### src/verilog/bus_pkg.sv
// Bus definitions
// Widths and types of the OBI bus and the register bus
package bus_pkg;

  // OBI bus
  // ------------------------------
  localparam int OBI_ADDR_W = 32;
  localparam int OBI_DATA_W = 32;
  localparam int OBI_BE_W   = OBI_DATA_W / 8;

  typedef logic [OBI_ADDR_W-1:0] obi_addr_t;
  typedef logic [OBI_DATA_W-1:0] obi_data_t;
  typedef logic [OBI_BE_W-1:0]   obi_be_t;

  // Register bus
  // ------------------------------
  localparam int REG_ADDR_W = 16;
  localparam int REG_DATA_W = 32;

  typedef logic [REG_ADDR_W-1:0] reg_addr_t;
  typedef logic [REG_DATA_W-1:0] reg_data_t;

endpackage

### src/verilog/map_pkg.sv
// Subsystem map
// Address map, master indices, memory geometry and register offsets
package map_pkg;

  // Memory banks
  localparam int MEM_WORDS    = 1024;
  localparam int MEM_BANK_BIT = 12;
  localparam int MEM_GNT_WAIT = 2;
  localparam int NUM_BANKS    = 2;
  typedef logic [$clog2(MEM_WORDS)-1:0] mem_idx_t;

  // Bus masters
  localparam int NUM_MASTERS = 2;
  typedef logic master_sel_t;
  localparam master_sel_t HOST_IDX = 1'b0;
  localparam master_sel_t DMA_IDX  = 1'b1;

  // Register map
  // ------------------------------
  localparam logic [15:0] DMA_BASE    = 16'h0100;
  localparam logic [15:0] POWER_BASE  = 16'h0200;
  localparam logic [15:0] PERIPH_SPAN = 16'h0100;
  typedef enum logic [1:0] {SEL_DMA, SEL_POWER, SEL_NONE} periph_sel_t;

  localparam logic [7:0] DMA_SRC      = 8'h00;
  localparam logic [7:0] DMA_DST      = 8'h04;
  localparam logic [7:0] DMA_SIZE     = 8'h08;
  localparam logic [7:0] DMA_CTRL     = 8'h0C;
  localparam logic [7:0] POWER_SWITCH = 8'h00;
  localparam logic [7:0] POWER_ACK    = 8'h04;

  // Power domains
  localparam int NUM_DOMAINS        = 3;
  localparam int SWITCH_ACK_LATENCY = 15;
  typedef logic [NUM_DOMAINS-1:0] domain_vec_t;

endpackage

### src/verilog/ext_bus.sv
// External bus crossbar
// Routes host and DMA masters to two memory banks with round-robin arbitration
`timescale 1ns/1ns

module ext_bus
  import bus_pkg::*;
  import map_pkg::*;
(
  input  logic      clk_i,
  input  logic      rst_n_i,
  // Host master
  input  logic      host_req_i,
  input  obi_addr_t host_addr_i,
  input  logic      host_we_i,
  input  obi_be_t   host_be_i,
  input  obi_data_t host_wdata_i,
  output logic      host_gnt_o,
  output logic      host_rvalid_o,
  output obi_data_t host_rdata_o,
  // DMA master
  input  logic      dma_req_i,
  input  obi_addr_t dma_addr_i,
  input  logic      dma_we_i,
  input  obi_be_t   dma_be_i,
  input  obi_data_t dma_wdata_i,
  output logic      dma_gnt_o,
  output logic      dma_rvalid_o,
  output obi_data_t dma_rdata_o,
  // Bank 0
  output logic      mem0_req_o,
  output mem_idx_t  mem0_idx_o,
  output logic      mem0_we_o,
  output obi_be_t   mem0_be_o,
  output obi_data_t mem0_wdata_o,
  input  logic      mem0_gnt_i,
  input  logic      mem0_rvalid_i,
  input  obi_data_t mem0_rdata_i,
  // Bank 1
  output logic      mem1_req_o,
  output mem_idx_t  mem1_idx_o,
  output logic      mem1_we_o,
  output obi_be_t   mem1_be_o,
  output obi_data_t mem1_wdata_o,
  input  logic      mem1_gnt_i,
  input  logic      mem1_rvalid_i,
  input  obi_data_t mem1_rdata_i
);

  logic        m_req    [NUM_MASTERS];
  obi_addr_t   m_addr   [NUM_MASTERS];
  logic        m_we     [NUM_MASTERS];
  obi_be_t     m_be     [NUM_MASTERS];
  obi_data_t   m_wdata  [NUM_MASTERS];
  logic        m_gnt    [NUM_MASTERS];
  logic        m_rvalid [NUM_MASTERS];
  obi_data_t   m_rdata  [NUM_MASTERS];
  logic        b_gnt    [NUM_BANKS];
  logic        b_rvalid [NUM_BANKS];
  obi_data_t   b_rdata  [NUM_BANKS];
  logic        b_req    [NUM_BANKS];
  master_sel_t cur_sel  [NUM_BANKS];
  master_sel_t rsp_sel  [NUM_BANKS];

  assign m_req[HOST_IDX]   = host_req_i;
  assign m_addr[HOST_IDX]  = host_addr_i;
  assign m_we[HOST_IDX]    = host_we_i;
  assign m_be[HOST_IDX]    = host_be_i;
  assign m_wdata[HOST_IDX] = host_wdata_i;
  assign m_req[DMA_IDX]    = dma_req_i;
  assign m_addr[DMA_IDX]   = dma_addr_i;
  assign m_we[DMA_IDX]     = dma_we_i;
  assign m_be[DMA_IDX]     = dma_be_i;
  assign m_wdata[DMA_IDX]  = dma_wdata_i;

  assign b_gnt[0]    = mem0_gnt_i;
  assign b_rvalid[0] = mem0_rvalid_i;
  assign b_rdata[0]  = mem0_rdata_i;
  assign b_gnt[1]    = mem1_gnt_i;
  assign b_rvalid[1] = mem1_rvalid_i;
  assign b_rdata[1]  = mem1_rdata_i;

  // Per-bank arbitration
  // ------------------------------
  for (genvar b = 0; b < NUM_BANKS; b++) begin : g_bank
    logic [NUM_MASTERS-1:0] want;
    master_sel_t pick;
    master_sel_t owner_q;
    master_sel_t last_q;
    master_sel_t rsp_q;
    logic        locked_q;

    for (genvar m = 0; m < NUM_MASTERS; m++) begin : g_want
      assign want[m] = m_req[m] && (m_addr[m][MEM_BANK_BIT] == 1'(b));
    end

    // Owner stays locked until its grant, ties go away from the last winner
    always_comb begin
      if (locked_q) begin
        pick = owner_q;
      end else if (want[HOST_IDX] && want[DMA_IDX]) begin
        pick = ~last_q;
      end else if (want[DMA_IDX]) begin
        pick = DMA_IDX;
      end else begin
        pick = HOST_IDX;
      end
    end

    assign b_req[b]   = want[pick];
    assign cur_sel[b] = pick;
    assign rsp_sel[b] = rsp_q;

    always_ff @(posedge clk_i) begin
      if (!rst_n_i) begin
        locked_q <= 1'b0;
        owner_q  <= HOST_IDX;
        last_q   <= HOST_IDX;
        rsp_q    <= HOST_IDX;
      end else if (b_req[b]) begin
        if (b_gnt[b]) begin
          locked_q <= 1'b0;
          last_q   <= pick;
          rsp_q    <= pick;
        end else begin
          locked_q <= 1'b1;
          owner_q  <= pick;
        end
      end
    end
  end

  assign mem0_req_o   = b_req[0];
  assign mem0_idx_o   = m_addr[cur_sel[0]][MEM_BANK_BIT-1:2];
  assign mem0_we_o    = m_we[cur_sel[0]];
  assign mem0_be_o    = m_be[cur_sel[0]];
  assign mem0_wdata_o = m_wdata[cur_sel[0]];
  assign mem1_req_o   = b_req[1];
  assign mem1_idx_o   = m_addr[cur_sel[1]][MEM_BANK_BIT-1:2];
  assign mem1_we_o    = m_we[cur_sel[1]];
  assign mem1_be_o    = m_be[cur_sel[1]];
  assign mem1_wdata_o = m_wdata[cur_sel[1]];

  // Grant and response routing back to the masters
  always_comb begin
    for (int m = 0; m < NUM_MASTERS; m++) begin
      m_gnt[m]    = 1'b0;
      m_rvalid[m] = 1'b0;
      m_rdata[m]  = '0;
      for (int b = 0; b < NUM_BANKS; b++) begin
        if (b_gnt[b] && cur_sel[b] == master_sel_t'(m)) m_gnt[m] = 1'b1;
        if (b_rvalid[b] && rsp_sel[b] == master_sel_t'(m)) begin
          m_rvalid[m] = 1'b1;
          m_rdata[m]  = b_rdata[b];
        end
      end
    end
  end

  assign host_gnt_o    = m_gnt[HOST_IDX];
  assign host_rvalid_o = m_rvalid[HOST_IDX];
  assign host_rdata_o  = m_rdata[HOST_IDX];
  assign dma_gnt_o     = m_gnt[DMA_IDX];
  assign dma_rvalid_o  = m_rvalid[DMA_IDX];
  assign dma_rdata_o   = m_rdata[DMA_IDX];

endmodule

### config.mk
export PLATFORM = sky130hd
export DESIGN_NAME = ext_bus
export DESIGN_NICKNAME = d
export VERILOG_FILES = /design/src/verilog/bus_pkg.sv /design/src/verilog/map_pkg.sv /design/src/verilog/ext_bus.sv
export SDC_FILE = /design/constraint.sdc
export NUM_CORES = 1
export LEC_CHECK = 0
export ABC_AREA = 1
export BUFFER_PORTS_ARGS = -buffer_cell sky130_fd_sc_hd__buf_2
export CAP_MARGIN = 20
export CORE_AREA = 5 5 144 146
export DETAILED_ROUTE_END_ITERATION = 10
export DIE_AREA = 0 0 149 151
export GPL_ROUTABILITY_DRIVEN = 1
export PLACE_DENSITY = 0.47
export RECOVER_POWER = 100
export REMOVE_ABC_BUFFERS = 1
export SLEW_MARGIN = 20
export SYNTH_ARGS = -nofsm -noshare
export SYNTH_HDL_FRONTEND = slang
export SYNTH_SLANG_ARGS = --single-unit
### constraint.sdc
create_clock -name clk_i -period 1.44 [get_ports clk_i]
set_input_delay 0.288 -clock clk_i [delete_from_list [all_inputs] [get_ports clk_i]]
set_output_delay 0.288 -clock clk_i [all_outputs]
set_load 0.01 [all_outputs]
==> results.toml <==
[timing]
fin_crit_ns = 1.73
rsz0062_at_grt = "yes"
worst_slack_ns = -0.290
tightest_slew_ns = 0.264
finalSetupViolCount = 162
tns_ns = -32.31
hold_violations = 0
maxSlewHeadroom_pct = 82.4
holdWs_ns = 0.330
min_period_over_period_pct = 120
timing.fmax_ghz = 0.578
final_max_slew_viol_count = 0
skew_ns = 0.00308

[min_path]
worstHoldPathCells = 3
holdPathEnd = "g_bank[0].owner_q$_SDFFE_PN0P_"
hold_start = "rst_n_i"
min_path_type = "input pin to register"

[route]
dr.pass1.iters = 4
ant_nets = 0
drt_drc_violations_left = 0
vias_per_cell = 4.07
wl_per_cell_um = 15.6
first_iter_violations = 139
dr_total_vias = 4556
routed_wl_um = 17400

[power_and_ir_drop]
ir_drop_uv = 276
p_int_uw = 1770
leakage_uw = 0.00351
swShare_pct = 44.8
seq_power_share_pct = 6.3
p_clk_share_pct = 14.0
comb_power_share_pct = 79.7
p_switching_uw = 1440
p_per_area_nw_per_um2 = 505

[worst_setup_path]
critPathMaxStageDelay_ns = 0.38
worstPathArrival_ns = 1.44
r2r_start = "g_bank[0].locked_q$_SDFFE_PN0P_"
required_ns = 1.15
ff2ff_path_depth = 9
critical_path_class = "register to primary output"
cp_slowest_cell = "dfxtp_4"
crit_start = "g_bank[1].rsp_q$_SDFFE_PN0P_"
critPathMostFrequentCell = "nand2_8"
r2r_slack_ns = 0.16
start_kind = "register"
worstPathCellList = "nand2_4 > nand2_8 > nand2_8 > buf_4 > o22ai_2 > buf_2"
end_kind = "primary output"
cp_max_fo = 7
r2r-end = "g_bank[0].owner_q$_SDFFE_PN0P_"

[floorplanning]
num_rows = 51
fp.dieH_um = 151
die_width_um = 149
initial_utilization_pct = 11.7
pin_count = 374
core_sq_um = 19300
die_area_sq_um = 22500

[clocking]
clkLatencyLatePin_ns = 0.23
cts_buffers = 3
clk_pin_slew_ns = 0.04
clk_path_buf_depth = 2
clock_sinks = 6
cts_hold_buf = 0
htree_num_levels = 1
root_buffer = "clkbuf_16"
cts_tree = "done"

[final_layout]
layout_commonest_cell = "buf_2"
final_nets = 1065
layout-drive-gt1-share_pct = 69.3
final_cell_mix = "buf_2 (321), inv_1 (121), nand2_1 (59)"
finish.utilization_pct = 33.0
syn2layout_area_growth_pct = 181

[synthesis]
avgSynthCellArea_sq_um = 4.85
synth_cells = 467
yosys.area_share.adder_pct = 0
synthMuxAreaShare_pct = 0
yosysWarningCount = 0
ys_ff_latch = 6
synthXorXnorAreaFrac_pct = 0
synth_top_family_by_area = "compound AO/OA/AOI/OAI gates"
synth_seq_area_share_pct = 5.31
ys_types = 20
synth_compound_area_share_pct = 40.2
yosys.area_share.simple_pct = 24.8
syn_area_sq_um = 2260

[run_status]
outcome = "finished, violations left"
violations = "setup timing"

[global_route]
grt_max_degree = 34
grt_pass1_wl_um = 21800
track_usage_pct = 11.8
grt_pass1_vias = 4143
overflow = 0
antenna_found_initial = 1

[placement]
hpwl_um = 12100
place_ws_ns = -0.316
gp_congestion = 0.890
io_buffer_count = 331

[flow_run]
max_cap_viol_count = 0
synthesized netlist by cell type:
cell type / count / area (sq um)
nand4_1: 3 / 18.8
inv_1: 124 / 465
nand2_4: 2 / 22.5
nand2_2: 2 / 12.5
nand2_1: 114 / 428
buf_6: 8 / 90.1
dfxtp_1: 6 / 120
nor2_1: 6 / 22.5
inv_2: 2 / 7.51
buf_2: 11 / 55.1
o22ai_1: 66 / 413
clkbuf_1: 8 / 30.0
o21ai_1: 60 / 300
buf_1: 1 / 3.75
nand3_1: 10 / 50.1
a21oi_1: 2 / 10.0
o21bai_1: 1 / 7.51
clkbuf_2: 4 / 20.0
nor2_2: 1 / 6.26
o21ai_0: 36 / 180
routing by layer:
metal	vias up	track usage, %	part of all wire, %
met2	133	21.7	54
met4	0	1.65	0.92
li1	2291	-	-
met3	13	1.59	4.2
met1	2119	15.0	41
met5	-	0	0
power by group through the flow:
stage / clock network, uW / registers [uW] / logic, uW
3_5_place_dp: 0 / 192 / 1780
5_1_grt: 462 / 205 / 2750
6_report: 448 / 203 / 2550
4_1_cts: 458 / 197 / 1980
2_1_floorplan: 0 / 192 / 785
3_3_place_gp: 0 / 192 / 1790
flip-flops by register name, summed over array words and instances (netlist names):
signal,cells
g_bank.locked_q,2
g_bank.owner_q,2
g_bank.rsp_q,2
area by class of cell:
| type | count | area [sq um] |
|---|---|---|
| diodes | 1 | 2.50 |
| clock buffers | 3 | 75.1 |
| fillers | 2132 | 12900 |
| inverters | 126 | 475 |
| multi-input cells | 307 | 2430 |
| flip-flops and latches | 6 | 134 |
| well taps | 265 | 332 |
| repair buffers | 411 | 2900 |
stage by stage:
step	power (uW)	instances	instance area, sq um
detailed placement	1970	1081	4490
global placement	1980	1081	4490
finish	3200	1119	6350
global route	3420	1119	6350
CTS	2640	1094	4970
floorplan	978	435	2060
cell families (layout without fill, tap and decap cells):
family / count (synthesis) / in the layout
flops: 6 / 6
compound gates: 165 / 165
other cells: 0 / 1
simple gates: 138 / 142
buf+inv: 158 / 540
what timing repair did:
action,4_1_cts,5_1_grt
endpoints found under the setup margin,164,164
gates cloned,6,16
gates resized for setup,64,237
buffers inserted,4,10
pin swaps,3,15
worst max path at each step:
| stage | to | slack [ns] |
|---|---|---|
| floorplan | dma_rdata_o[0] | -0.94 |
| global placement | mem1_idx_o[1] | -0.30 |
| detailed placement | mem1_idx_o[1] | -0.32 |
| CTS | mem1_idx_o[8] | -0.26 |
| global route | mem0_be_o[3] | -0.37 |
| finish | host_gnt_o | -0.29 |
worst max-delay path: cells and delay by family, from the launching register on:
kind / cells / cell delay [ns]
compound gates: 1 / 0.16
buf+inv: 2 / 0.34
flops: 1 / 0.38
simple gates: 3 / 0.32
No activity file was read; power rests on OpenSTA's default activity.
