===== src/verilog/bus_pkg.sv =====
// Bus definitions
// Widths and types of the OBI bus and the register bus
package bus_pkg;

  // OBI bus
  // ------------------------------
  localparam int OBI_ADDR_W = 32;
  localparam int OBI_DATA_W = 32;
  localparam int OBI_BE_W   = OBI_DATA_W / 8;

  typedef logic [OBI_ADDR_W-1:0] obi_addr_t;
  typedef logic [OBI_DATA_W-1:0] obi_data_t;
  typedef logic [OBI_BE_W-1:0]   obi_be_t;

  // Register bus
  // ------------------------------
  localparam int REG_ADDR_W = 16;
  localparam int REG_DATA_W = 32;

  typedef logic [REG_ADDR_W-1:0] reg_addr_t;
  typedef logic [REG_DATA_W-1:0] reg_data_t;

endpackage


===== src/verilog/map_pkg.sv =====
// Subsystem map
// Address map, master indices, memory geometry and register offsets
package map_pkg;

  // Memory banks
  localparam int MEM_WORDS    = 1024;
  localparam int MEM_BANK_BIT = 12;
  localparam int MEM_GNT_WAIT = 2;
  localparam int NUM_BANKS    = 2;
  typedef logic [$clog2(MEM_WORDS)-1:0] mem_idx_t;

  // Bus masters
  localparam int NUM_MASTERS = 2;
  typedef logic master_sel_t;
  localparam master_sel_t HOST_IDX = 1'b0;
  localparam master_sel_t DMA_IDX  = 1'b1;

  // Register map
  // ------------------------------
  localparam logic [15:0] DMA_BASE    = 16'h0100;
  localparam logic [15:0] POWER_BASE  = 16'h0200;
  localparam logic [15:0] PERIPH_SPAN = 16'h0100;
  typedef enum logic [1:0] {SEL_DMA, SEL_POWER, SEL_NONE} periph_sel_t;

  localparam logic [7:0] DMA_SRC      = 8'h00;
  localparam logic [7:0] DMA_DST      = 8'h04;
  localparam logic [7:0] DMA_SIZE     = 8'h08;
  localparam logic [7:0] DMA_CTRL     = 8'h0C;
  localparam logic [7:0] POWER_SWITCH = 8'h00;
  localparam logic [7:0] POWER_ACK    = 8'h04;

  // Power domains
  localparam int NUM_DOMAINS        = 3;
  localparam int SWITCH_ACK_LATENCY = 15;
  typedef logic [NUM_DOMAINS-1:0] domain_vec_t;

endpackage


===== src/verilog/reg_demux.sv =====
// Register bus demultiplexer
// Decodes the register address to a peripheral and muxes the reply
`timescale 1ns/1ns

module reg_demux
  import bus_pkg::*;
  import map_pkg::*;
(
  input  logic       reg_valid_i,
  input  logic       reg_write_i,
  input  reg_addr_t  reg_addr_i,
  input  reg_data_t  reg_wdata_i,
  output logic       reg_ready_o,
  output reg_data_t  reg_rdata_o,
  output logic       reg_error_o,
  output logic       dma_valid_o,
  output logic       power_valid_o,
  output logic       periph_write_o,
  output logic [7:0] periph_offset_o,
  output reg_data_t  periph_wdata_o,
  input  reg_data_t  dma_rdata_i,
  input  reg_data_t  power_rdata_i
);

  periph_sel_t sel;

  always_comb begin
    if (reg_addr_i >= DMA_BASE && reg_addr_i < DMA_BASE + PERIPH_SPAN) begin
      sel = SEL_DMA;
    end else if (reg_addr_i >= POWER_BASE && reg_addr_i < POWER_BASE + PERIPH_SPAN) begin
      sel = SEL_POWER;
    end else begin
      sel = SEL_NONE;
    end
  end

  assign dma_valid_o     = reg_valid_i && (sel == SEL_DMA);
  assign power_valid_o   = reg_valid_i && (sel == SEL_POWER);
  assign periph_write_o  = reg_write_i;
  assign periph_offset_o = reg_addr_i[7:0];
  assign periph_wdata_o  = reg_wdata_i;

  // Peripherals answer in the same cycle
  assign reg_ready_o = reg_valid_i;
  assign reg_error_o = reg_valid_i && (sel == SEL_NONE);
  assign reg_rdata_o = (sel == SEL_DMA)   ? dma_rdata_i :
                       (sel == SEL_POWER) ? power_rdata_i : '0;

endmodule


===== config.mk =====
export PLATFORM = sky130hd
export DESIGN_NAME = reg_demux
export DESIGN_NICKNAME = d
export VERILOG_FILES = /design/src/verilog/bus_pkg.sv /design/src/verilog/map_pkg.sv /design/src/verilog/reg_demux.sv
export SDC_FILE = /design/constraint.sdc
export NUM_CORES = 1
export LEC_CHECK = 0
export ABC_CLOCK_PERIOD_IN_PS = 2140
export BUFFER_PORTS_ARGS = -buffer_cell sky130_fd_sc_hd__buf_2
export CORE_AREA = 2 2 75 77
export DETAILED_ROUTE_END_ITERATION = 7
export DIE_AREA = 0 0 77 79
export PLACE_DENSITY = 0.7
export RECOVER_POWER = 50
export SYNTH_ARGS = -nofsm -noshare
export SYNTH_HDL_FRONTEND = slang
export SYNTH_SLANG_ARGS = --single-unit

===== constraint.sdc =====
create_clock -name vclk -period 2.14
set_input_delay 0.535 -clock vclk [all_inputs]
set_output_delay 0.535 -clock vclk [all_outputs]
set_load 0.05 [all_outputs]

==> out/summary.txt, run 1 <==
==================================================================================
Area taken by flip-flops and latches                                         0 µm²
Share of the yosys chip area belonging to registers                             0%
Area of the placeable core                                                5340 µm²
Number of nets in the finished design                                          340
Half-perimeter wire length of the detailed placement result                3560 µm
Cell area power density                                                 126 nW/µm²
Share of final-layout standard cells stronger than drive strength 1          70.1%
Vertical die dimension                                                       79 µm
Initial DRC Count                                                               29
Number of library cell types mapped by synthesis                                15
Average wire per standard cell                                             15.2 µm
Arrival time of data at the critical path endpoint                         1.82 ns
Post-synthesis cell count                                                      168
Result of the run                                                     complete, but fails checks
Most common cell in the netlist                                       sky130_fd_sc_hd__nand3b_1
Number of DRC violations after detailed routing                                  0
Maximum fanout along the worst path                                             19
Static power due to leakage                                               0.758 nW
Number of cell rows                                                             27
Number of detailed-route iterations in the first pass                            4
Unrepaired setup endpoints after global routing                                yes
MaxCap Viol Count                                                                0
Worst hold slack across all endpoints                                      1.07 ns
Final Cycle Share                                                             110%
Overall power consumption                                               0.000286 W
Netlist Area Pre-Place                                                    1360 µm²
Leading post-synthesis cells by instance count                        sky130_fd_sc_hd__nand3b_1, sky130_fd_sc_hd__buf_4, sky130_fd_sc_hd__a211oi_2
Global placer's final weighted congestion                                    0.689
Top-area cell type share of the netlist area                                 35.9%
Die ar.                                                                   6080 µm²
Post-detailed-routing wire length                                          4510 µm
Placed instance area                                                      2030 µm²
Sum Neg Setup Slack                                                       -6.18 ns
Critical path class                                                   input port to output port
Worst hold path class                                                 input port to output port
Total vias in the final route                                                 1446
Category of the worst setup path capture point                         output port
I/O pins                                                                       191
Vias in the first global route                                                1460
Sum of overflow across all layers after global routing                           0
Final slew viol count                                                            0
Seq Cell Count                                                                   0
Tightest Pin Transition                                                   0.247 ns
Peak Freq                                                                  424 MHz
Port Buffers                                                                   109
Synthesized area divided by synthesized cell count                        8.10 µm²
Worst ir drop on vdd                                                     0.0532 mV
Routed vias/inst                                                              4.89
Antenna diode count                                                              0
Data required, critical path                                               1.60 ns
Number of antenna violations at the first check in global routing                0
Cells taking the most area after synthesis                            sky130_fd_sc_hd__nand3b_1, sky130_fd_sc_hd__a211oi_2, sky130_fd_sc_hd__buf_4, sky130_fd_sc_hd__clkbuf_1, sky130_fd_sc_hd__buf_6
Maximum number of pins on one net before global-route repair                    40
Count of clock-net buffers in the final layout                                   0
Synthesized net count                                                          282
Post-layout minimum cycle time                                             2.36 ns
Total non-filler cell area in the finished layout                         2280 µm²
Initial cell density of the core                                             25.5%
Number of failing hold endpoints at the final stage                              0
Endpoints failing setup                                                         35
Die width                                                                    77 µm
All-Layer GR Usage                                                           13.5%
Number of nets still failing antenna checks after routing                        0
Remaining max-slew budget at the tightest pin                                83.6%
Violated checks                                                       negative setup slack
First-pass GRT wire length                                                 6980 µm
Biggest area consumer among synthesized cells                         sky130_fd_sc_hd__nand3b_1
Area delta synth->final                                                      67.6%
Hold-fix buffers at CTS                                                          0
Post-route worst setup slack                                             -0.217 ns
Number of warning messages in the yosys log                                      0
Kind of start point of the critical path                                input port
==================================================================================
-- logic make-up after synthesis --
| kind of cell | Yosys count | share of synthesized area, % |
|---|---|---|
| compound gates | 33 | 29.0 |
| buf+inv | 64 | 31.7 |
| xor+xnor | 1 | 0.644 |
| simple gates | 70 | 38.6 |
-- routing by layer --
metal | vias to the layer above | global-route usage (%) | wire length [µm]
met5 | - | 0 | 0
met4 | 0 | 1.25 | 53
met3 | 10 | 2.73 | 434
met2 | 99 | 27.4 | 2470
met1 | 679 | 14.8 | 1550
li1 | 658 | - | -
-- through the flow --
stage / instances / worst slack (ns) / util [%]
2_1_floorplan: 168 / -0.257 / -
3_3_place_gp: 295 / -0.279 / 38.1
3_5_place_dp: 295 / -0.306 / 38.1
4_1_cts: 296 / -0.219 / 42.7
5_1_grt: 296 / -0.243 / 42.7
6_report: 296 / -0.217 / 42.7
-- where the power goes --
part	total (W)	switching, W	internal (W)
clock	0	0	0
sequential	0	0	0
combinational	0.000286	0.000157	0.000130
-- repair_timing --
action / CTS / global route
endpoints found under the setup margin: 35 / 35
pin swaps: 1 / 0
gates resized for setup: 74 / 0
buffers inserted: 1 / 0
-- worst paths after layout --
kind / depth (start not counted) / start / to
worst min-delay path: 0 / reg_addr_i[2] / periph_offset_o[2]
worst max-delay path: 5 / reg_addr_i[15] / reg_rdata_o[15]
-- critical path, cell delays in order --
cell                       delay [ns]
sky130_fd_sc_hd__buf_6           0.09
sky130_fd_sc_hd__or4_4           0.58
sky130_fd_sc_hd__buf_12          0.21
sky130_fd_sc_hd__a211oi_4        0.20
sky130_fd_sc_hd__buf_6           0.19
-- cell usage in the layout, fill, tap and decap left out --
master,n
sky130_fd_sc_hd__nor3_4,1
sky130_fd_sc_hd__a211oi_4,32
sky130_fd_sc_hd__buf_4,1
sky130_fd_sc_hd__xnor2_1,1
sky130_fd_sc_hd__o31a_4,1
sky130_fd_sc_hd__or4_4,1
sky130_fd_sc_hd__or2_4,1
sky130_fd_sc_hd__nand2_1,1
sky130_fd_sc_hd__buf_12,9
sky130_fd_sc_hd__buf_8,1
sky130_fd_sc_hd__buf_2,73
sky130_fd_sc_hd__nand3b_1,65
sky130_fd_sc_hd__buf_6,36
sky130_fd_sc_hd__nor4_4,1
-- area by class of cell --
cell class,count,area [µm²]
Tap cell,72,90.1
Timing Repair Buffer,120,973
Fill cell,533,3060
Multi-Input combinational cell,104,1220
Note: power is estimated with default switching activity, not from simulation.
==> run 2, diff against run 1 <==
--- a/config.mk
+++ b/config.mk
@@ -10,6 +10,7 @@
 export CORE_AREA = 2 2 75 77
 export DETAILED_ROUTE_END_ITERATION = 7
 export DIE_AREA = 0 0 77 79
+export MAX_ROUTING_LAYER = met4
 export PLACE_DENSITY = 0.7
 export RECOVER_POWER = 50
 export SYNTH_ARGS = -nofsm -noshare
==> run 2 against run 1 <==
Compared with the run above: utilization did not move; power hardly changed; fmax hardly changed; die area unchanged; sequential cell count is the same; highest routed layer unchanged; the run still ends with negative setup slack left; global-route usage up 0.37 points.
==> out/summary.txt, run 2 (synthesis results as in run 1) <==
==================================================================================
Initial DRC Count                                                               33
Final slew viol count                                                            0
Area of combinational cells with multiple inputs                          1220 µm²
Highest-count cells in the layout ignoring fill and taps              sky130_fd_sc_hd__buf_2, sky130_fd_sc_hd__nand3b_1, sky130_fd_sc_hd__buf_6
Portion of total power attributed to combinational logic                    100.0%
Number of DRC violations after detailed routing                                  0
Initial cell density of the core                                             25.5%
Port Buffers                                                                   109
First-pass GRT wire length                                                 6960 µm
Switching power                                                         0.000157 W
Worst ir drop on vdd                                                     0.0532 mV
Number of failing hold endpoints at the final stage                              0
Hold path startpoint                                                  reg_addr_i[2]
Met3 wire length                                                            434 µm
Vias in the first global route                                                1457
Static power due to leakage                                               0.758 nW
Vertical die dimension                                                       79 µm
Post-route worst setup slack                                             -0.217 ns
Antenna diode count                                                              0
Violated checks                                                       negative setup slack
M1 WL                                                                      1560 µm
Worst hold path class                                                 input port to output port
Peak Freq                                                                  424 MHz
Family with the most delay on the worst path                          simple AND/OR/NAND/NOR gates
Arrival time of data at the critical path endpoint                         1.82 ns
Post-detailed-routing wire length                                          4510 µm
Critical path class                                                   input port to output port
Half-perimeter wire length of the detailed placement result                3560 µm
Leading cell type in the layout, fill and taps excluded               sky130_fd_sc_hd__buf_2
Final Cycle Share                                                             110%
# fillers                                                                      533
Number of nets in the finished design                                          340
Worst path bufs/invs                                                             3
Area taken by flip-flops and latches                                         0 µm²
Number of placed cells counting well taps                                      295
Switching share of power                                                     54.7%
Cell area power density                                                 126 nW/µm²
Total length of routed met2 wires                                          2470 µm
Number of nets still failing antenna checks after routing                        0
Result of the run                                                     complete, but fails checks
Routed vias/inst                                                              4.90
Sum of overflow across all layers after global routing                           0
Internal Pwr Total                                                      0.000130 W
Flop pwr share                                                                  0%
Remaining max-slew budget at the tightest pin                                83.6%
Seq Cell Count                                                                   0
All-Layer GR Usage                                                           13.8%
Area of the placeable core                                                5340 µm²
CP cell instances                                                     buf_6 -> or4_4 -> buf_12 -> a211oi_4 -> buf_6
Crit-path slowest cell                                                sky130_fd_sc_hd__or4_4
Critical Path Max Stage Delay                                              0.58 ns
Number of stages on the worst hold path                                          0
MaxCap Viol Count                                                                0
Die ar.                                                                   6080 µm²
Category of the worst setup path capture point                         output port
Number of cell rows                                                             27
Total vias in the final route                                                 1451
Endpoints failing setup                                                         35
Number of antenna violations at the first check in global routing                0
Overall power consumption                                               0.000287 W
Critical path's most frequent cell                                    sky130_fd_sc_hd__buf_6
Global placer's final weighted congestion                                    0.696
Unrepaired setup endpoints after global routing                                yes
Number of standard cells in the layout, taps in and fillers out                296
Data required, critical path                                               1.60 ns
Hold Path Sink                                                        periph_offset_o[2]
Tightest Pin Transition                                                   0.247 ns
Average wire per standard cell                                             15.2 µm
Number of detailed-route iterations in the first pass                            4
Die width                                                                    77 µm
I/O pins                                                                       191
Maximum number of pins on one net before global-route repair                    40
Share of final-layout standard cells stronger than drive strength 1          70.1%
Post-layout minimum cycle time                                             2.36 ns
Kind of start point of the critical path                                input port
Count of clock-net buffers in the final layout                                   0
Clk network pwr share                                                           0%
Area delta synth->final                                                      67.6%
Maximum fanout along the worst path                                             19
Highest layer used for signal routing                                         met4
==================================================================================
run 2: cell counts in the layout (fill, tap and decap cells not counted):
Identical to the previous run, type by type.
run 2: worst max path at each step:
stage	from	end	slack (ns)	cells past startpoint
CTS	reg_addr_i[15]	reg_rdata_o[15]	-0.22	5
finish	reg_addr_i[15]	reg_rdata_o[15]	-0.22	5
floorplan	reg_addr_i[15]	reg_rdata_o[0]	-0.26	4
global placement	reg_addr_i[15]	reg_rdata_o[15]	-0.28	5
detailed placement	reg_addr_i[15]	reg_rdata_o[15]	-0.31	5
global route	reg_addr_i[15]	reg_rdata_o[15]	-0.24	5
run 2: through the flow:
stage / area (µm²) / setup slack [ns] / hold WS [ns] / TNS, ns / util [%]
3_3_place_gp: 2030 / -0.279 / 1.07 / -8.89 / 38.1
5_1_grt: 2280 / -0.243 / 1.07 / -7.15 / 42.7
4_1_cts: 2280 / -0.219 / 1.07 / -6.29 / 42.7
3_5_place_dp: 2030 / -0.306 / 1.07 / -9.20 / 38.1
2_1_floorplan: 1690 / -0.257 / 1.24 / -8.19 / -
6_report: 2280 / -0.217 / 1.07 / -6.18 / 42.7
run 2: routing by layer:
metal / vias to the layer above / GRT usage [%]
li1: 661 / -
met1: 681 / 14.8
met2: 99 / 27.3
met3: 10 / 2.73
met4: 0 / 1.25
met5: - / -
run 2: timing repair:
item	CTS	global route
setup buffers	1	0
hold buffers	0	0
gates resized for setup	74	0
pin swaps	1	0
setup endpoints to repair	35	35
endpoints found under the hold margin	0	0
run 2: power groups by stage:
stage | combinational [W] | sequential [W] | clock (W)
CTS | 0.000290 | 0 | 0
detailed placement | 0.000280 | 0 | 0
finish | 0.000287 | 0 | 0
global placement | 0.000276 | 0 | 0
floorplan | 0.000381 | 0 | 0
global route | 0.000309 | 0 | 0
run 2: layout make-up:
class                      instances  share of cell area [%]
tap                               72                    3.95
multi-input combinational        104                    53.3
timing repair buffer             120                    42.7
