[src/verilog/bus_pkg.sv]
// Bus definitions
// Widths and types of the OBI bus and the register bus
package bus_pkg;

  // OBI bus
  // ------------------------------
  localparam int OBI_ADDR_W = 32;
  localparam int OBI_DATA_W = 32;
  localparam int OBI_BE_W   = OBI_DATA_W / 8;

  typedef logic [OBI_ADDR_W-1:0] obi_addr_t;
  typedef logic [OBI_DATA_W-1:0] obi_data_t;
  typedef logic [OBI_BE_W-1:0]   obi_be_t;

  // Register bus
  // ------------------------------
  localparam int REG_ADDR_W = 16;
  localparam int REG_DATA_W = 32;

  typedef logic [REG_ADDR_W-1:0] reg_addr_t;
  typedef logic [REG_DATA_W-1:0] reg_data_t;

endpackage

[src/verilog/map_pkg.sv]
// Subsystem map
// Address map, master indices, memory geometry and register offsets
package map_pkg;

  // Memory banks
  localparam int MEM_WORDS    = 1024;
  localparam int MEM_BANK_BIT = 12;
  localparam int MEM_GNT_WAIT = 2;
  localparam int NUM_BANKS    = 2;
  typedef logic [$clog2(MEM_WORDS)-1:0] mem_idx_t;

  // Bus masters
  localparam int NUM_MASTERS = 2;
  typedef logic master_sel_t;
  localparam master_sel_t HOST_IDX = 1'b0;
  localparam master_sel_t DMA_IDX  = 1'b1;

  // Register map
  // ------------------------------
  localparam logic [15:0] DMA_BASE    = 16'h0100;
  localparam logic [15:0] POWER_BASE  = 16'h0200;
  localparam logic [15:0] PERIPH_SPAN = 16'h0100;
  typedef enum logic [1:0] {SEL_DMA, SEL_POWER, SEL_NONE} periph_sel_t;

  localparam logic [7:0] DMA_SRC      = 8'h00;
  localparam logic [7:0] DMA_DST      = 8'h04;
  localparam logic [7:0] DMA_SIZE     = 8'h08;
  localparam logic [7:0] DMA_CTRL     = 8'h0C;
  localparam logic [7:0] POWER_SWITCH = 8'h00;
  localparam logic [7:0] POWER_ACK    = 8'h04;

  // Power domains
  localparam int NUM_DOMAINS        = 3;
  localparam int SWITCH_ACK_LATENCY = 15;
  typedef logic [NUM_DOMAINS-1:0] domain_vec_t;

endpackage

[src/verilog/power_switch_emu.sv]
// Power switch emulator
// Switch register and acknowledge delay line for the power domains
`timescale 1ns/1ns

module power_switch_emu
  import bus_pkg::*;
  import map_pkg::*;
(
  input  logic        clk_i,
  input  logic        rst_n_i,
  input  logic        reg_valid_i,
  input  logic        reg_write_i,
  input  logic [7:0]  reg_offset_i,
  input  reg_data_t   reg_wdata_i,
  output reg_data_t   reg_rdata_o,
  output domain_vec_t power_switch_n_o,
  output domain_vec_t power_ack_n_o
);

  domain_vec_t ack_q [SWITCH_ACK_LATENCY+1];

  always_ff @(posedge clk_i) begin
    if (!rst_n_i) begin
      power_switch_n_o <= '0;
      for (int i = 0; i <= SWITCH_ACK_LATENCY; i++) ack_q[i] <= '0;
    end else begin
      if (reg_valid_i && reg_write_i && reg_offset_i == POWER_SWITCH) begin
        power_switch_n_o <= reg_wdata_i[NUM_DOMAINS-1:0];
      end
      ack_q[0] <= power_switch_n_o;
      for (int i = 1; i <= SWITCH_ACK_LATENCY; i++) ack_q[i] <= ack_q[i-1];
    end
  end

  // Last stage is the acknowledge
  assign power_ack_n_o = ack_q[SWITCH_ACK_LATENCY];

  assign reg_rdata_o =
    (reg_offset_i == POWER_SWITCH) ? {{(32-NUM_DOMAINS){1'b0}}, power_switch_n_o} :
    (reg_offset_i == POWER_ACK)    ? {{(32-NUM_DOMAINS){1'b0}}, power_ack_n_o} : '0;

endmodule

[config.mk]
export PLATFORM = sky130hd
export DESIGN_NAME = power_switch_emu
export DESIGN_NICKNAME = d
export VERILOG_FILES = /design/src/verilog/bus_pkg.sv /design/src/verilog/map_pkg.sv /design/src/verilog/power_switch_emu.sv
export SDC_FILE = /design/constraint.sdc
export NUM_CORES = 1
export LEC_CHECK = 0
export ABC_AREA = 1
export BUFFER_PORTS_ARGS = -buffer_cell sky130_fd_sc_hd__buf_4
export CAP_MARGIN = 40
export CORE_ASPECT_RATIO = 0.5
export CORE_MARGIN = 4
export CORE_UTILIZATION = 39
export CTS_CLUSTER_DIAMETER = 40
export CTS_CLUSTER_SIZE = 25
export DETAILED_ROUTE_END_ITERATION = 10
export HOLD_SLACK_MARGIN = 0.05
export PLACE_DENSITY = 0.68
export RECOVER_POWER = 100
export SETUP_SLACK_MARGIN = 0.15
export SYNTH_ARGS = -nofsm -noshare
export SYNTH_HDL_FRONTEND = slang
export SYNTH_SLANG_ARGS = --single-unit
[constraint.sdc]
create_clock -name clk_i -period 1.4 [get_ports clk_i]
set_input_delay 0.28 -clock clk_i [delete_from_list [all_inputs] [get_ports clk_i]]
set_output_delay 0.28 -clock clk_i [all_outputs]
set_load 0.005 [all_outputs]
==> summary.md, run 1 <==
| Metric | Value |
|---|---|
| Fin Setup TNS | `0 ns` |
| Routed Antenna Nets | `0` |
| Layout cells sized above 1 | `19.26%` |
| DR iter-0 viols | `42` |
| Critical path fanouts, max | `3` |
| Min Tclk post-route | `1.283 ns` |
| Area growth, synth to finish | `14.49%` |
| Hpwl dp | `1.720 mm` |
| Fillers | `422` |
| DRT met1 WL | `1.044 mm` |
| Initial core utilization | `40.98%` |
| Bufs and invs on worst path | `2` |
| Worst Hold End | `power_switch_n_o[2]` |
| Tot Pwr | `2487 uW` |
| Simple logic cell fraction of the synthesized area | `17.57%` |
| Core Footprint | `0.004467 mm2` |
| Synth Area in Compound Gates | `0.8202%` |
| Yosys top cell area share | `55.78%` |
| R2R Path End | `power_switch_n_o[0]` |
| CP top delay family | `simple AND/OR/NAND/NOR gates` |
| RSZ-0062 raised after global routing | `yes` |
| Max-Cap Viols | `0` |
| Cell area after synthesis | `0.001831 mm2` |
| Gpl congestion | `0.6794` |
| Critical path class | `primary input to output pin` |
| Reg2reg start | `power_switch_n_o[0]` |
| Post-synth top area cell | `dfxtp_1` |
| Crit. End Element | `output pin` |
| GRT overflow | `0` |
| Min-delay worst type | `primary input to register` |
| Storage cell area | `0.001021 mm2` |
| Initial antenna violation count | `0` |
| Min-delay src | `reg_wdata_i[2]` |
| Critical path's slowest cell | `and3b_1` |
| Area share of fa/ha/maj cells after synthesis | `0%` |
| # H-tree levels | `2` |
| CP Cell Sequence | `buf_6, nor2_4, and3b_1, nand3_2, nand2_2, buf_6` |
| Vias/cell | `3.834` |
| Post-CTS Hold Buffers | `0` |
| Post-layout nets | `288` |
| Yosys cell types | `13` |
| Max Buffers Root-to-Sink | `2` |
| R2R cell count | `2` |
| Clock skew | `0.002716 ns` |
| Max-slew violations | `0` |
| Slowest cell delay on critical path | `0.25 ns` |
| CTS tree | `done` |
| Vias in the first global route | `1015` |
| Period utilization | `91.62%` |
| P_leak | `0.001330 uW` |
| Count of state elements after synthesis | `51` |
| Port Buf Inserts | `23` |
| Critical Path Source Type | `primary input` |
| Height of the die | `56.45 um` |
| Status | `completed` |
| Reg2Reg Setup Slack | `0.76 ns` |
| CTS clk-pin slew, worst paths | `0.08 ns` |
| Top Metal Used | `met4` |
| DRC violations left | `0` |
| Synth Instances | `221` |
| Max Clk Rate | `0.7797 GHz` |
| Synth warn | `0` |
| Multi-input gate area in the final layout | `494.2 um2` |
| Worst Slack Setup Final | `0.1174 ns` |
| Largest family of logic cells by synthesized area | `buffers and inverters` |
| Cts bufs inserted | `5` |
| WL per Instance | `8.249 um` |
| Sequential-to-total area share from yosys stat | `55.78%` |
| Root Driver | `clkbuf_8` |
| TritonRoute pass-1 iters | `4` |
| Gr usage total | `9.026%` |
| Slew headroom | `41.14%` |
| Io pins | `82` |
| Syn Area/Cell | `8.283 um2` |
| Clock sinks | `51` |
| ANT cells | `0` |
| Post-Route WL | `2.483 mm` |
| Full die area | `0.005920 mm2` |
| Setup-failing EPs final | `0` |
| Dpl cells | `291` |
| Met3 wire length | `209 um` |
| Dpl ws | `0.03651 ns` |
| VDD IR max | `545.2 uV` |
| Xor-xnor portion of the synthesized cell area | `0%` |
| WHS Path Cells | `5` |
| Die W | `104.9 um` |
| Post-synthesis mux area share | `0%` |
| Vias | `1154` |
| Largest net degree at the start of global routing | `52` |
| WP data arrival | `1.00 ns` |
| Pwr per Cell Area | `1187 mW/mm2` |
| Top cells by area, synth | `dfxtp_1 (56%), buf_4 (13%), nand2_1 (12%), inv_1 (11%), buf_2 (1.6%)` |
| First-pass GRT wire length | `4.284 mm` |
| Worst-margin pin slew | `0.8829 ns` |
| FP Rows | `17` |
| Skew-Pair Late Insertion Delay | `0.29 ns` |
| Routed wl met2 | `1.190 mm` |
| Crit path required time | `1.12 ns` |
| CP dominant cell by count | `buf_6` |
| Final std cells w/o fill | `301` |
| Final Hold Viols | `0` |
==> metal layers <==
layer / up-vias / GRT usage (%)
li1: 597 / -
met1: 503 / 10.37
met2: 49 / 14.86
met3: 5 / 3.444
met4: 0 / 4.486
met5: - / 0
==> cell usage after synthesis, drive strengths merged <==
cell and number:
nand3 6, conb 1, and3b 1, nand2 60, dfxtp 51, nor2 8, a21oi 3, inv 53
buf 38
==> placed cells by master (no fill, tap or decap), types with 3 or more instances in the layout <==
master,count
a21oi_1,3
nor2_4,3
clkbuf_4,6
dfxtp_1,51
buf_4,15
conb_1,29
nand2_2,5
nor2_1,3
nand3_1,3
nand3_2,3
nand2_1,54
clkbuf_8,5
inv_1,52
buf_6,4
==> worst reg2reg max path, stage by stage, from the launching register on <==
cell     delay (ns)
dfxtp_1        0.36
a21oi_1        0.12
nor2_1         0.06
==> how the worst max path moves through the flow <==
stage	start	to	slack, ns	cells past startpoint
2_1_floorplan	reg_offset_i[1]	reg_rdata_o[0]	0.36	5
3_3_place_gp	reg_offset_i[1]	reg_rdata_o[0]	0.08	7
3_5_place_dp	reg_offset_i[1]	reg_rdata_o[0]	0.04	7
4_1_cts	reg_offset_i[0]	reg_rdata_o[2]	0.14	6
5_1_grt	reg_offset_i[1]	reg_rdata_o[2]	0.05	6
6_report	reg_offset_i[1]	reg_rdata_o[2]	0.12	6
==> cell families (layout without fill, tap and decap cells) <==
logic type | Yosys count | after routing
AO/OA/AOI/OAI | 3 | 3
buffers and inverters | 91 | 86
flip-flops | 51 | 51
other | 1 | 29
AND/OR/NAND/NOR | 75 | 75
==> metrics by stage <==
stage,utilization (%),cell area (um2),hold WS (ns)
floorplan,-,1936,0.3864
global placement,42.75,1909,0.3927
detailed placement,42.75,1909,0.3973
CTS,45.99,2054,0.2868
global route,46.92,2096,0.3179
finish,46.92,2096,0.2971
==> area by class of cell <==
cell class                 instances  share of cell area (%)
clock inverter                     1                   1.433
timing repair buffer              26                   9.910
clock buffer                       6                   3.463
multi-input combinational        107                   23.58
inverter                          53                   9.493
tap                               57                   3.403
sequential                        51                   48.72
==> sequential cells by signal (all words and copies together), names as in the netlist <==
register and cells:
ack_q 48, power_switch_n_o 3
==> power breakdown <==
part | switching, uW | internal, uW
sequential | 0.162 | 1450
combinational | 62.9 | 36.7
clock | 416 | 523
==> timing repair <==
| action | in CTS | in global routing |
|---|---|---|
| hold endpoints to repair | 0 | 0 |
| setup buffers | 2 | 1 |
| pin swaps | 5 | 6 |
| resized for setup | 8 | 10 |
| cloned | 0 | 0 |
| endpoints found under the setup margin | 3 | 3 |
No activity file was read; power rests on OpenSTA's default activity.
==> run 2: changes to the inputs <==
--- a/config.mk
+++ b/config.mk
@@ -15,7 +15,7 @@
 export CTS_CLUSTER_SIZE = 25
 export DETAILED_ROUTE_END_ITERATION = 10
 export HOLD_SLACK_MARGIN = 0.05
-export PLACE_DENSITY = 0.68
+export PLACE_DENSITY = 0.77
 export RECOVER_POWER = 100
 export SETUP_SLACK_MARGIN = 0.15
 export SYNTH_ARGS = -nofsm -noshare
==> summary.md, run 2 (synthesis gave the netlist of run 1 again) <==
| Metric | Value |
|---|---|
| Status | `completed` |
| Post-Route WL | `2.485 mm` |
| Clock sinks | `51` |
| Pwr per Cell Area | `1137 mW/mm2` |
| Initial antenna violation count | `0` |
| Area growth, synth to finish | `12.92%` |
| Critical Path Source Type | `primary input` |
| DRC violations left | `0` |
| # H-tree levels | `2` |
| Routed Antenna Nets | `0` |
| Gr usage total | `8.470%` |
| Hpwl dp | `1.766 mm` |
| Min Tclk post-route | `1.273 ns` |
| Critical path class | `primary input to output pin` |
| Core Footprint | `0.004467 mm2` |
| Sw Pwr | `476.1 uW` |
| Clock skew | `0.003776 ns` |
| Skew-Pair Late Insertion Delay | `0.29 ns` |
| RSZ-0062 raised after global routing | `yes` |
| Logic pwr share | `4.2%` |
| First-pass GRT wire length | `4.126 mm` |
| DR iter-0 viols | `48` |
| Max-slew violations | `0` |
| VDD IR max | `455.1 uV` |
| Crit. End Element | `output pin` |
| Period utilization | `90.94%` |
| Gpl congestion | `0.7032` |
| Critical path fanouts, max | `3` |
| Max Buffers Root-to-Sink | `2` |
| WP data arrival | `0.99 ns` |
| TritonRoute pass-1 iters | `4` |
| Switching share of power | `20.26%` |
| Clock group share of total power | `34.1%` |
| FP Rows | `17` |
| Placed cell area | `0.001909 mm2` |
| GRT overflow | `0` |
| Cts bufs inserted | `5` |
| Vias/cell | `3.800` |
| Vias | `1140` |
| CTS tree | `done` |
| P_leak | `0.001321 uW` |
| Worst-margin pin slew | `0.8483 ns` |
| Die W | `104.9 um` |
| Slew headroom | `43.45%` |
| Internal | `1873 uW` |
| Post-layout nets | `287` |
| Crit path required time | `1.12 ns` |
| Post-CTS Hold Buffers | `0` |
| Largest net degree at the start of global routing | `52` |
| Height of the die | `56.45 um` |
| Max-Cap Viols | `0` |
| Layout cells sized above 1 | `19.34%` |
| Root Driver | `clkbuf_8` |
| Io pins | `82` |
| Final core utilization | `46.27%` |
| WL per Instance | `8.283 um` |
| Setup-failing EPs final | `0` |
| Final Hold Viols | `0` |
| Max Clk Rate | `0.7855 GHz` |
| Initial core utilization | `40.98%` |
| Most frequent cells in the layout | `nand2_1 (53), inv_1 (52), dfxtp_1 (51), conb_1 (29), buf_4 (14)` |
| Fin Setup TNS | `0 ns` |
| Max reg flops | `48` |
| Vias in the first global route | `994` |
| Full die area | `0.005920 mm2` |
| CTS clk-pin slew, worst paths | `0.08 ns` |
| ANT cells | `0` |
| Biggest register | `ack_q` |
| Cell area after layout | `0.002067 mm2` |
| Share of power burned in registers | `61.7%` |
| Min-delay worst type | `primary input to register` |
| Port Buf Inserts | `23` |
| Commonest non-fill, non-tap cell in the layout | `nand2_1` |
| Biggest regs | `ack_q: 48 flops, power_switch_n_o: 3 flops` |
==> run 2: worst max-delay path, cell delays in order <==
cell and delay [ns]:
buf_6 0.09, nor2_4 0.10, and3b_2 0.22, nand3_1 0.11, nand2_2 0.09, buf_6 0.09
==> run 2: power groups by stage <==
stage	sequential [uW]	combinational [uW]	clock [uW]
3_3_place_gp	1480	84.3	0
5_1_grt	1450	110	890
4_1_cts	1450	92.9	828
6_report	1450	99.1	801
3_5_place_dp	1480	86.2	0
2_1_floorplan	1480	114	0
==> run 2: area by class of cell <==
class / count / area (um2)
Fill cell: 412 / 2400
Sequential cell: 51 / 1021
Multi-Input combinational cell: 107 / 488.0
Timing Repair Buffer: 25 / 200.2
Inverter: 53 / 198.9
Clock buffer: 6 / 82.58
Tap cell: 57 / 71.32
Clock inverter: 1 / 5.005
==> run 2: worst paths after layout <==
check	depth (start not counted)	slack [ns]	to	start
max	6	0.13	reg_rdata_o[2]	reg_offset_i[1]
max reg2reg	2	0.76	power_switch_n_o[2]	power_switch_n_o[2]
min	5	0.32	power_switch_n_o[2]	reg_wdata_i[2]
min reg2reg	2	0.41	ack_q[0][42]	ack_q[0][39]
==> run 2: repair_timing <==
item / 4_1_cts / 5_1_grt
pin swaps: 5 / 6
setup endpoints to repair: 3 / 3
resized for setup: 11 / 8
buffers inserted: 2 / 0
==> run 2: metal layers <==
| layer | part of all wire, % | global-route usage (%) | vias to the layer above |
|---|---|---|---|
| met5 | 0 | 0 | - |
| met4 | 1.9 | 4.486 | 0 |
| met3 | 7.6 | 2.181 | 7 |
| met2 | 47 | 15.41 | 45 |
| met1 | 44 | 9.136 | 491 |
| li1 | - | - | 597 |
==> run 2: stage by stage <==
step | hold WS [ns] | total power, uW | cells | setup slack (ns)
5_1_grt | 0.3445 | 2450 | 300 | 0.07113
4_1_cts | 0.3134 | 2370 | 300 | 0.1439
3_5_place_dp | 0.3996 | 1570 | 291 | 0.06230
6_report | 0.3151 | 2349 | 300 | 0.1269
3_3_place_gp | 0.3899 | 1568 | 291 | 0.09758
2_1_floorplan | 0.3864 | 1598 | 249 | 0.3620
